File: src/source/serial_pkg.sv
`default_nettype none

package serial_pkg;

   localparam int XLEN = 32; // architectural word width.

   // a pass steps the counter by W up to XLEN-W, so 5 bits cover W=1.
   localparam int CNT_BITS = 5;

   typedef logic [CNT_BITS-1:0] cnt_t;

endpackage

`default_nettype wire

File: src/source/pc_op_pkg.sv
`default_nettype none

package pc_op_pkg;

   typedef enum logic [2:0] {
      OP_SEQ    = 3'd0, // plain step to the next instruction.
      OP_JAL    = 3'd1,
      OP_JALR   = 3'd2,
      OP_BRANCH = 3'd3, // jumps only when taken is set.
      OP_AUIPC  = 3'd4,
      OP_LUI    = 3'd5,
      OP_TRAP   = 3'd6
   } pc_op_e;

   typedef struct packed {
      pc_op_e                        op;
      logic                          iscomp;    // 16-bit instruction steps by 2.
      logic                          taken;
      logic [serial_pkg::XLEN-1:0] offset;    // imm, or rs1 plus imm for jalr.
      logic [serial_pkg::XLEN-1:0] upper_imm;
      logic [serial_pkg::XLEN-1:0] trap_vec;
   } pc_cmd_t;

endpackage

`default_nettype wire

File: src/source/pc_ctrl_if.sv
`timescale 1ns/1ps
`default_nettype none

interface pc_ctrl_if;

   logic jump;
   logic jal_or_jalr;
   logic utype;
   logic pc_rel;
   logic trap;
   logic iscomp;
   logic pc_en;      // one slice per pass cycle.
   logic cnt0;
   logic cnt1;
   logic cnt2;
   logic cnt12to15;
   logic cnt16to31;
   logic last;       // final slice of the pass.

   modport sequencer (
      output jump, jal_or_jalr, utype, pc_rel, trap, iscomp,
      output pc_en, cnt0, cnt1, cnt2, cnt12to15, cnt16to31, last
   );

   modport datapath (
      input jump, jal_or_jalr, utype, pc_rel, trap, iscomp,
      input pc_en, cnt0, cnt1, cnt2, cnt12to15, cnt16to31, last
   );

endinterface

`default_nettype wire

File: src/source/pass_sequencer.sv
`timescale 1ns/1ps
`default_nettype none

module pass_sequencer #(
   parameter int W = 1
) (
   input  wire               clk,
   input  wire               i_reset,
   input  wire               i_cmd_valid,
   output logic              o_cmd_ready,
   input  pc_op_pkg::pc_op_e i_op,
   input  wire               i_iscomp,
   input  wire               i_taken,
   input  wire               i_res_busy,
   pc_ctrl_if.sequencer      ctrl
);

   import serial_pkg::*;
   import pc_op_pkg::*;

   typedef enum logic [1:0] {
      S_IDLE,
      S_PASS,
      S_WAIT
   } state_e;

   state_e state;
   cnt_t   cnt;
   logic   accept;

   assign o_cmd_ready = (state == S_IDLE);
   assign accept      = i_cmd_valid & o_cmd_ready;

   // strobes mark the slice that holds the named bit position.
   assign ctrl.pc_en     = (state == S_PASS);
   assign ctrl.cnt0      = (cnt == cnt_t'(0));
   assign ctrl.cnt1      = (cnt == cnt_t'((1 / W) * W));
   assign ctrl.cnt2      = (cnt == cnt_t'((2 / W) * W));
   assign ctrl.cnt12to15 = (cnt[4:2] == 3'b011);
   assign ctrl.cnt16to31 = cnt[4];
   assign ctrl.last      = ctrl.pc_en & (cnt == cnt_t'(XLEN - W));

   always_ff @(posedge clk) begin
      if (i_reset) begin
         state <= S_IDLE;
         cnt   <= '0;
      end else begin
         case (state)
            S_IDLE:  if (accept) state <= S_PASS;
            S_PASS:  if (ctrl.last) state <= S_WAIT;
            S_WAIT:  if (!i_res_busy) state <= S_IDLE; // result taken.
            default: state <= S_IDLE;
         endcase
         cnt <= ctrl.pc_en ? cnt + cnt_t'(W) : '0; // wraps to zero after last.
      end
   end

   // decode is captured once per command and held for the whole pass.
   always_ff @(posedge clk) begin
      if (i_reset) begin
         ctrl.jump        <= 1'b0;
         ctrl.jal_or_jalr <= 1'b0;
         ctrl.utype       <= 1'b0;
         ctrl.pc_rel      <= 1'b0;
         ctrl.trap        <= 1'b0;
         ctrl.iscomp      <= 1'b0;
      end else if (accept) begin
         ctrl.jump        <= (i_op inside {OP_JAL, OP_JALR, OP_TRAP}) |
                             ((i_op == OP_BRANCH) & i_taken);
         ctrl.jal_or_jalr <= (i_op inside {OP_JAL, OP_JALR});
         ctrl.utype       <= (i_op inside {OP_AUIPC, OP_LUI});
         ctrl.pc_rel      <= (i_op inside {OP_JAL, OP_BRANCH, OP_AUIPC});
         ctrl.trap        <= (i_op == OP_TRAP);
         ctrl.iscomp      <= i_iscomp;
      end
   end

endmodule

`default_nettype wire

File: src/source/operand_serializer.sv
`timescale 1ns/1ps
`default_nettype none

module operand_serializer #(
   parameter int W = 1
) (
   input  wire                         clk,
   input  wire                         i_load,
   input  wire [serial_pkg::XLEN-1:0] i_offset,
   input  wire [serial_pkg::XLEN-1:0] i_upper_imm,
   input  wire [serial_pkg::XLEN-1:0] i_trap_vec,
   pc_ctrl_if.datapath                 ctrl,
   output logic [W-1:0]                o_imm_bits,
   output logic [W-1:0]                o_buf_bits,
   output logic [W-1:0]                o_csr_bits
);

   import serial_pkg::*;

   logic [2:0][XLEN-1:0] shreg; // offset, upper imm and trap vector from index 0 up.
   logic [2:0][XLEN-1:0] load_word;

   assign load_word = {i_trap_vec, i_upper_imm, i_offset};

   always_ff @(posedge clk) begin
      for (int i = 0; i < 3; i++) begin
         if (i_load)
            shreg[i] <= load_word[i];
         else if (ctrl.pc_en)
            shreg[i] <= shreg[i] >> W; // lsb first.
      end
   end

   assign o_buf_bits = shreg[0][W-1:0];
   assign o_imm_bits = shreg[1][W-1:0];
   assign o_csr_bits = shreg[2][W-1:0];

endmodule

`default_nettype wire

File: src/source/pc_ctrl.sv
`timescale 1ns/1ps
`default_nettype none

module pc_ctrl #(
   parameter int                         W         = 1,
   parameter logic [serial_pkg::XLEN-1:0] RESET_PC  = '0,
   parameter int                         WITH_TRAP = 1
) (
   input  wire                          clk,
   input  wire                          i_reset,
   pc_ctrl_if.datapath                  ctrl,
   input  wire [W-1:0]                  i_imm,
   input  wire [W-1:0]                  i_buf,
   input  wire [W-1:0]                  i_csr_pc,
   output logic [W-1:0]                 o_rd,
   output logic [W-1:0]                 o_bad_pc,
   output logic [serial_pkg::XLEN-1:0] o_pc
);

   import serial_pkg::*;

   logic [W-1:0] pc;
   logic [W-1:0] plus_4;
   logic [W-1:0] pc_plus_4;
   logic         pc_plus_4_cy;
   logic         pc_plus_4_cy_r;
   logic [W-1:0] offset_a;
   logic [W-1:0] offset_b;
   logic [W-1:0] pc_plus_offset;
   logic         pc_plus_offset_cy;
   logic         pc_plus_offset_cy_r;
   logic [W-1:0] pc_plus_offset_aligned;
   logic [W-1:0] new_pc;

   assign pc = o_pc[W-1:0]; // current slice sits at the bottom.

   // step of 2 or 4 lands in the slice holding bit 1 or bit 2.
   generate
      if (W == 1) begin : g_step_w1
         assign plus_4 = ctrl.iscomp ? ctrl.cnt1 : ctrl.cnt2;
      end else begin : g_step_w4
         assign plus_4 = ctrl.cnt0 ? (ctrl.iscomp ? 4'd2 : 4'd4) : 4'd0;
      end
   endgenerate

   assign {pc_plus_4_cy, pc_plus_4} = {1'b0, pc} + {1'b0, plus_4} +
                                      {{W{1'b0}}, pc_plus_4_cy_r};

   assign offset_a = {W{ctrl.pc_rel}} & pc;
   assign offset_b = ctrl.utype ? (i_imm & {W{ctrl.cnt12to15 | ctrl.cnt16to31}}) : i_buf;

   assign {pc_plus_offset_cy, pc_plus_offset} = {1'b0, offset_a} + {1'b0, offset_b} +
                                                {{W{1'b0}}, pc_plus_offset_cy_r};

   assign pc_plus_offset_aligned = pc_plus_offset & ~W'(ctrl.cnt0); // bit 0 cleared.

   generate
      if (WITH_TRAP != 0) begin : g_trap
         logic [W-1:0] vec; // vector with bits 1:0 cleared.
         if (W == 1) begin : g_vec_w1
            assign vec = i_csr_pc & ~(ctrl.cnt0 | ctrl.cnt1);
         end else begin : g_vec_w4
            assign vec = i_csr_pc & (ctrl.cnt0 ? 4'b1100 : 4'b1111);
         end
         assign new_pc = ctrl.trap ? vec :
                         ctrl.jump ? pc_plus_offset_aligned : pc_plus_4;
      end else begin : g_no_trap
         // a trap falls through as a sequential step.
         assign new_pc = (ctrl.jump & ~ctrl.trap) ? pc_plus_offset_aligned : pc_plus_4;
      end
   endgenerate

   assign o_rd     = ({W{ctrl.utype}} & pc_plus_offset_aligned) |
                     ({W{ctrl.jal_or_jalr}} & pc_plus_4);
   assign o_bad_pc = pc_plus_offset_aligned;

   always_ff @(posedge clk) begin
      pc_plus_4_cy_r      <= ctrl.pc_en & pc_plus_4_cy;
      pc_plus_offset_cy_r <= ctrl.pc_en & pc_plus_offset_cy;
      if (i_reset)
         o_pc <= RESET_PC;
      else if (ctrl.pc_en)
         o_pc <= {new_pc, o_pc[XLEN-1:W]}; // new slice enters on top.
   end

endmodule

`default_nettype wire

File: src/source/result_collector.sv
`timescale 1ns/1ps
`default_nettype none

module result_collector #(
   parameter int W = 1
) (
   input  wire                          clk,
   input  wire                          i_reset,
   pc_ctrl_if.datapath                  ctrl,
   input  wire [W-1:0]                  i_rd_bits,
   input  wire [W-1:0]                  i_target_bits,
   output logic                         o_res_valid,
   input  wire                          i_res_ready,
   output logic [serial_pkg::XLEN-1:0] o_res_rd,
   output logic [serial_pkg::XLEN-1:0] o_res_target,
   output logic                         o_busy
);

   import serial_pkg::*;

   always_ff @(posedge clk) begin
      if (ctrl.pc_en) begin
         o_res_rd     <= {i_rd_bits, o_res_rd[XLEN-1:W]};
         o_res_target <= {i_target_bits, o_res_target[XLEN-1:W]};
      end
   end

   always_ff @(posedge clk) begin
      if (i_reset)
         o_res_valid <= 1'b0;
      else if (ctrl.last)
         o_res_valid <= 1'b1; // word complete after the final shift.
      else if (i_res_ready)
         o_res_valid <= 1'b0;
   end

   // busy drops in the cycle the result is taken.
   assign o_busy = o_res_valid & ~i_res_ready;

endmodule

`default_nettype wire

File: src/source/pc_unit_top.sv
`timescale 1ns/1ps
`default_nettype none

module pc_unit_top #(
   parameter int                         W         = 1,
   parameter logic [serial_pkg::XLEN-1:0] RESET_PC  = '0,
   parameter int                         WITH_TRAP = 1
) (
   input  wire                          clk,
   input  wire                          i_reset,
   input  wire                          i_cmd_valid,
   output logic                         o_cmd_ready,
   input  pc_op_pkg::pc_op_e            i_op,
   input  wire                          i_iscomp,
   input  wire                          i_taken,
   input  wire [serial_pkg::XLEN-1:0]  i_offset,
   input  wire [serial_pkg::XLEN-1:0]  i_upper_imm,
   input  wire [serial_pkg::XLEN-1:0]  i_trap_vec,
   output logic                         o_res_valid,
   input  wire                          i_res_ready,
   output logic [serial_pkg::XLEN-1:0] o_res_rd,
   output logic [serial_pkg::XLEN-1:0] o_res_target,
   output logic [serial_pkg::XLEN-1:0] o_pc
);

   import pc_op_pkg::*;

   pc_cmd_t      cmd;
   logic         load;
   logic         res_busy;
   logic [W-1:0] imm_bits;
   logic [W-1:0] buf_bits;
   logic [W-1:0] csr_bits;
   logic [W-1:0] rd_bits;
   logic [W-1:0] bad_pc_bits;

   pc_ctrl_if ctrl ();

   assign cmd = '{op: i_op, iscomp: i_iscomp, taken: i_taken, offset: i_offset,
                  upper_imm: i_upper_imm, trap_vec: i_trap_vec};

   assign load = i_cmd_valid & o_cmd_ready;

   pass_sequencer #(.W(W)) u_seq (
      .clk         (clk),
      .i_reset     (i_reset),
      .i_cmd_valid (i_cmd_valid),
      .o_cmd_ready (o_cmd_ready),
      .i_op        (cmd.op),
      .i_iscomp    (cmd.iscomp),
      .i_taken     (cmd.taken),
      .i_res_busy  (res_busy),
      .ctrl        (ctrl.sequencer)
   );

   operand_serializer #(.W(W)) u_ops (
      .clk         (clk),
      .i_load      (load),
      .i_offset    (cmd.offset),
      .i_upper_imm (cmd.upper_imm),
      .i_trap_vec  (cmd.trap_vec),
      .ctrl        (ctrl.datapath),
      .o_imm_bits  (imm_bits),
      .o_buf_bits  (buf_bits),
      .o_csr_bits  (csr_bits)
   );

   pc_ctrl #(.W(W), .RESET_PC(RESET_PC), .WITH_TRAP(WITH_TRAP)) u_pc (
      .clk      (clk),
      .i_reset  (i_reset),
      .ctrl     (ctrl.datapath),
      .i_imm    (imm_bits),
      .i_buf    (buf_bits),
      .i_csr_pc (csr_bits),
      .o_rd     (rd_bits),
      .o_bad_pc (bad_pc_bits),
      .o_pc     (o_pc)
   );

   result_collector #(.W(W)) u_res (
      .clk           (clk),
      .i_reset       (i_reset),
      .ctrl          (ctrl.datapath),
      .i_rd_bits     (rd_bits),
      .i_target_bits (bad_pc_bits),
      .o_res_valid   (o_res_valid),
      .i_res_ready   (i_res_ready),
      .o_res_rd      (o_res_rd),
      .o_res_target  (o_res_target),
      .o_busy        (res_busy)
   );

endmodule

`default_nettype wire

File: config.mk
export PLATFORM = sky130hd
export DESIGN_NAME = pc_unit_top
export DESIGN_NICKNAME = d
export VERILOG_FILES = /design/src/source/serial_pkg.sv /design/src/source/pc_op_pkg.sv /design/src/source/pc_ctrl_if.sv /design/src/source/pass_sequencer.sv /design/src/source/operand_serializer.sv /design/src/source/pc_ctrl.sv /design/src/source/result_collector.sv /design/src/source/pc_unit_top.sv
export SDC_FILE = /design/constraint.sdc
export NUM_CORES = 1
export LEC_CHECK = 0
export ABC_AREA = 1
export BUFFER_PORTS_ARGS = -buffer_cell sky130_fd_sc_hd__buf_4
export CAP_MARGIN = 20
export CELL_PAD_IN_SITES_DETAIL_PLACEMENT = 1
export CELL_PAD_IN_SITES_GLOBAL_PLACEMENT = 2
export CORE_MARGIN = 2
export CORE_UTILIZATION = 37
export CTS_BUF_LIST = sky130_fd_sc_hd__clkbuf_4
export DETAILED_ROUTE_END_ITERATION = 10
export PLACE_DENSITY = 0.9
export SKIP_LAST_GASP = 1
export SLEW_MARGIN = 20
export SYNTH_ARGS = -nofsm -noshare
export SYNTH_HDL_FRONTEND = slang
export SYNTH_SLANG_ARGS = --single-unit
File: constraint.sdc
create_clock -name clk -period 5.3 [get_ports clk]
set_input_delay 0.795 -clock clk [delete_from_list [all_inputs] [get_ports clk]]
set_output_delay 0.795 -clock clk [all_outputs]
set_load 0.005 [all_outputs]
==> impl_metrics.yaml <==
global_routing:
  grt-ovfl-total: 0
  grt_antenna_before_repair: 1
  grt_use_total: 0.168
  via_count_of_the_first_global_routing_pass: 5868
  wire_length_of_the_first_global_routing_pass_um: 29900
  grt_start_max_net_pins: 101
status:
  run_status: "finished, final reports clean"
power:
  power.share.combinational: 0.105
  internal-power_mw: 2.97
  clock_power_share: 0.378
  power.density_nw_per_um2: 377
  power_switching_uw: 945
  post-layout-total-power_mw: 3.92
  power.sequential.fraction: 0.517
  max-vdd-ir-drop_uv: 139
  sw_frac_of_total: 0.241
  total_leakage_power_nw: 4.67
clock_tree:
  cts_num_sinks: 208
  post_cts_resized: 0
  later_pin_clock_latency_in_the_skew_report_ps: 620
  postCtsSetupRepairBufs: 0
  num_cts_buffers: 56
  clk_root_buf: "sky130_fd_sc_hd__clkbuf_4"
  cts_max_level: 2
  clock_path_buffers: 3
  post_cts_hold_buffer_count: 0
  cts_tree: "done"
  clkSlewWorstSetupHoldPaths_ps: 70
routing:
  total_drc_errors_in_the_routed_layout: 0
  viasPerCell: 4.61
  drt_iter0_markers: 378
  antenna_violation_net_count_after_detailed_routing: 0
  route.final.wire_length_um: 19200
  number_of_vias_in_the_routed_layout: 5843
  number_of_iterations_in_the_first_detailed_routing_pass: 4
  avgRoutedWirePerCell_um: 15.2
finish:
  final_nets: 1058
  layout_fillers: 2404
  share_of_post_route_cells_with_drive_strength_above_1: 0.316
  layout-area-overhead-vs-synth_pct: 31.2
worst_setup_path:
  cp.required_ps: 5560
  longest_individual_stage_delay_on_the_worst_path_ps: 860
  r2r_setup_slack_ps: 2720
  critical-path-top-delay-family: "simple AND/OR/NAND/NOR gates"
  critical_path_start_type: "flip-flop"
  cp-startpoint: "u_seq.state[0]"
  timing.critical_path.arrival_ps: 2840
  worstPathCellList: "nand2_2 -> nand2_4 -> buf_4"
  kind_of_critical_path: "flip-flop to flip-flop"
  critical_path.n_buffers_inverters: 1
  worstPathMaxFanout: 68
  cpMaxStageDelayCell: "sky130_fd_sc_hd__nand2_4"
  setup.worst_path.end_class: "flip-flop"
  rr_endpoint: "u_ops.shreg[21]"
  worstReg2RegStart: "u_seq.state[0]"
  ff2ff_path_depth: 3
yosys:
  mappedNetlistArea_sq_um: 7930
  avgSynthCellArea_sq_um: 11.1
  synthesis.yosys.warnings: 0
  synth.ff_latch_count: 208
  synth.yosys.seq_area_share: 0.727
  synth_cell_types: 26
  mappedNetlistNets: 826
  syn_inst: 714
placed_design:
  globalplace.congestion: 0.730
  place_hpwl_um: 12500
  buffer_ports.inserted: 202
sta:
  setup-tns-final_ps: 0
  fmax_ghz: 0.388
  slew_violations: 0
  setup_viols_final: 0
  finalWorstPathRequiredPeriod_ps: 2580
  timing.max_slew.rel_slack: 0.339
  worst-slew-pin-transition_ps: 991
  rsz0062_at_grt: "no"
  part_of_the_cycle_the_worst_path_needs: 0.486
  timing.final.hold_violations: 0
  finClkSkew_ps: 24.2
floorplan:
  initial_core_util: 0.377
  core_area_sq_um: 21000
  dieWidth_um: 150
  die_area_sq_um: 22600
  design.portCount: 203
  fp.dieH_um: 150
  row_count: 53
flow_run:
  reported_max_cap_violation_count: 0
hold_path:
  hold_class: "primary input to flip-flop"
  hp-start: "i_reset"
  worst_hold_endpoint: "u_seq.ctrl.trap"
  hold-path-cell-count: 2
==> cells in the final DEF, fill, tap and decap left out, drive strengths merged <==
cell    Yosys  layout
ha          5       5
edfxtp    160     160
xnor2       1       1
nand3       3       3
inv        25      25
fa          2       2
a21oi      11      11
nor2       83      83
o21a        1       1
dfxtp      48      48
o21ai      41      41
diode       0       1
buf        27     205
clkinv      0       4
nand2     297     297
and3        1       1
nand4       2       2
o41ai       1       1
a31oi       2       2
clkbuf      4     100
==> metrics by stage <==
stage | worst slack (ps) | utilization | hold slack, ps | area, sq um | cells
finish | 2720 | 0.495 | 375 | 10400 | 1268
global route | 2520 | 0.495 | 309 | 10400 | 1268
CTS | 2340 | 0.495 | 309 | 10400 | 1267
detailed placement | 2340 | 0.458 | 437 | 9630 | 1163
global placement | 2410 | 0.458 | 433 | 9630 | 1163
floorplan | 1750 | - | 445 | 7930 | 714
==> power groups by stage <==
stage	sequential [mW]	combinational (mW)	clock, mW
2_1_floorplan	2.05	0.214	0
3_3_place_gp	2.06	0.404	0
3_5_place_dp	2.06	0.417	0
4_1_cts	2.03	0.420	1.54
5_1_grt	2.05	0.468	1.63
6_report	2.03	0.410	1.48
==> area by class of cell <==
| type | instances | area, sq um | share of cell area |
|---|---|---|---|
| antenna | 1 | 2.50 | 0.000241 |
| multi-input combinational | 450 | 1890 | 0.181 |
| tap | 275 | 344 | 0.0331 |
| clock buffer | 100 | 751 | 0.0722 |
| inverter | 25 | 98.8 | 0.00950 |
| timing repair buffer | 205 | 1540 | 0.148 |
| clock inverter | 4 | 16.3 | 0.00156 |
| sequential | 208 | 5770 | 0.554 |
==> synthesized netlist by cell type, drive strengths merged <==
library cell / n / share of area
fa: 2 / 0.0051
a21oi: 11 / 0.0069
nor2: 83 / 0.040
o41ai: 1 / 0.0011
buf: 27 / 0.022
ha: 5 / 0.0079
a31oi: 2 / 0.0016
clkbuf: 4 / 0.0019
and3: 1 / 0.00079
dfxtp: 48 / 0.12
o21ai: 41 / 0.026
nand2: 297 / 0.14
edfxtp: 160 / 0.61
inv: 25 / 0.012
o21a: 1 / 0.00095
nand3: 3 / 0.0019
nand4: 2 / 0.0016
xnor2: 1 / 0.0011
==> flip-flops by register name (all words and copies together), names as in the netlist <==
| register | flops |
|---|---|
| u_res.o_res_valid | 1 |
| u_seq.ctrl.trap | 1 |
| u_pc.pc_plus_offset_cy_r | 1 |
| u_ops.o_imm_bits | 1 |
| u_ops.o_buf_bits | 1 |
| u_res.o_res_rd | 32 |
| u_seq.ctrl.pc_rel | 1 |
| u_seq.ctrl.jump | 1 |
| u_seq.cnt | 5 |
| u_ops.o_csr_bits | 1 |
| u_seq.ctrl.jal_or_jalr | 1 |
| u_pc.pc_plus_4_cy_r | 1 |
| u_res.o_res_target | 32 |
| u_ops.shreg | 93 |
| u_seq.ctrl.utype | 1 |
| u_seq.state | 2 |
| u_pc.o_pc | 32 |
| u_seq.ctrl.iscomp | 1 |
==> routing by layer <==
| layer | GRT usage | vias up | wire length, um |
|---|---|---|---|
| met5 | 0 | - | 0 |
| met3 | 0.0585 | 33 | 1970 |
| met1 | 0.228 | 2723 | 8340 |
| met2 | 0.254 | 229 | 8630 |
| li1 | - | 2858 | - |
| met4 | 0.0528 | 0 | 299 |
==> kinds of logic (layout without fill, tap and decap cells) <==
family                   Yosys count  in the layout  synth area share
AND/OR/NAND/NOR                  386            386             0.186
flip-flops                       208            208             0.727
AO/OA/AOI/OAI                     56             56            0.0365
buffers and inverters             56            334            0.0357
adder cells (fa/ha/maj)            7              7            0.0129
XOR/XNOR                           1              1           0.00111
other                              0              1                 0
==> worst max path at each step <==
stage,to,cells past startpoint
4_1_cts,u_pc.o_pc[22],6
5_1_grt,u_ops.shreg[2],3
6_report,u_ops.shreg[21],3
3_5_place_dp,u_pc.o_pc[23],6
3_3_place_gp,u_pc.o_pc[23],6
2_1_floorplan,u_ops.o_buf_bits,3
No activity file was read; power rests on OpenSTA's default activity.
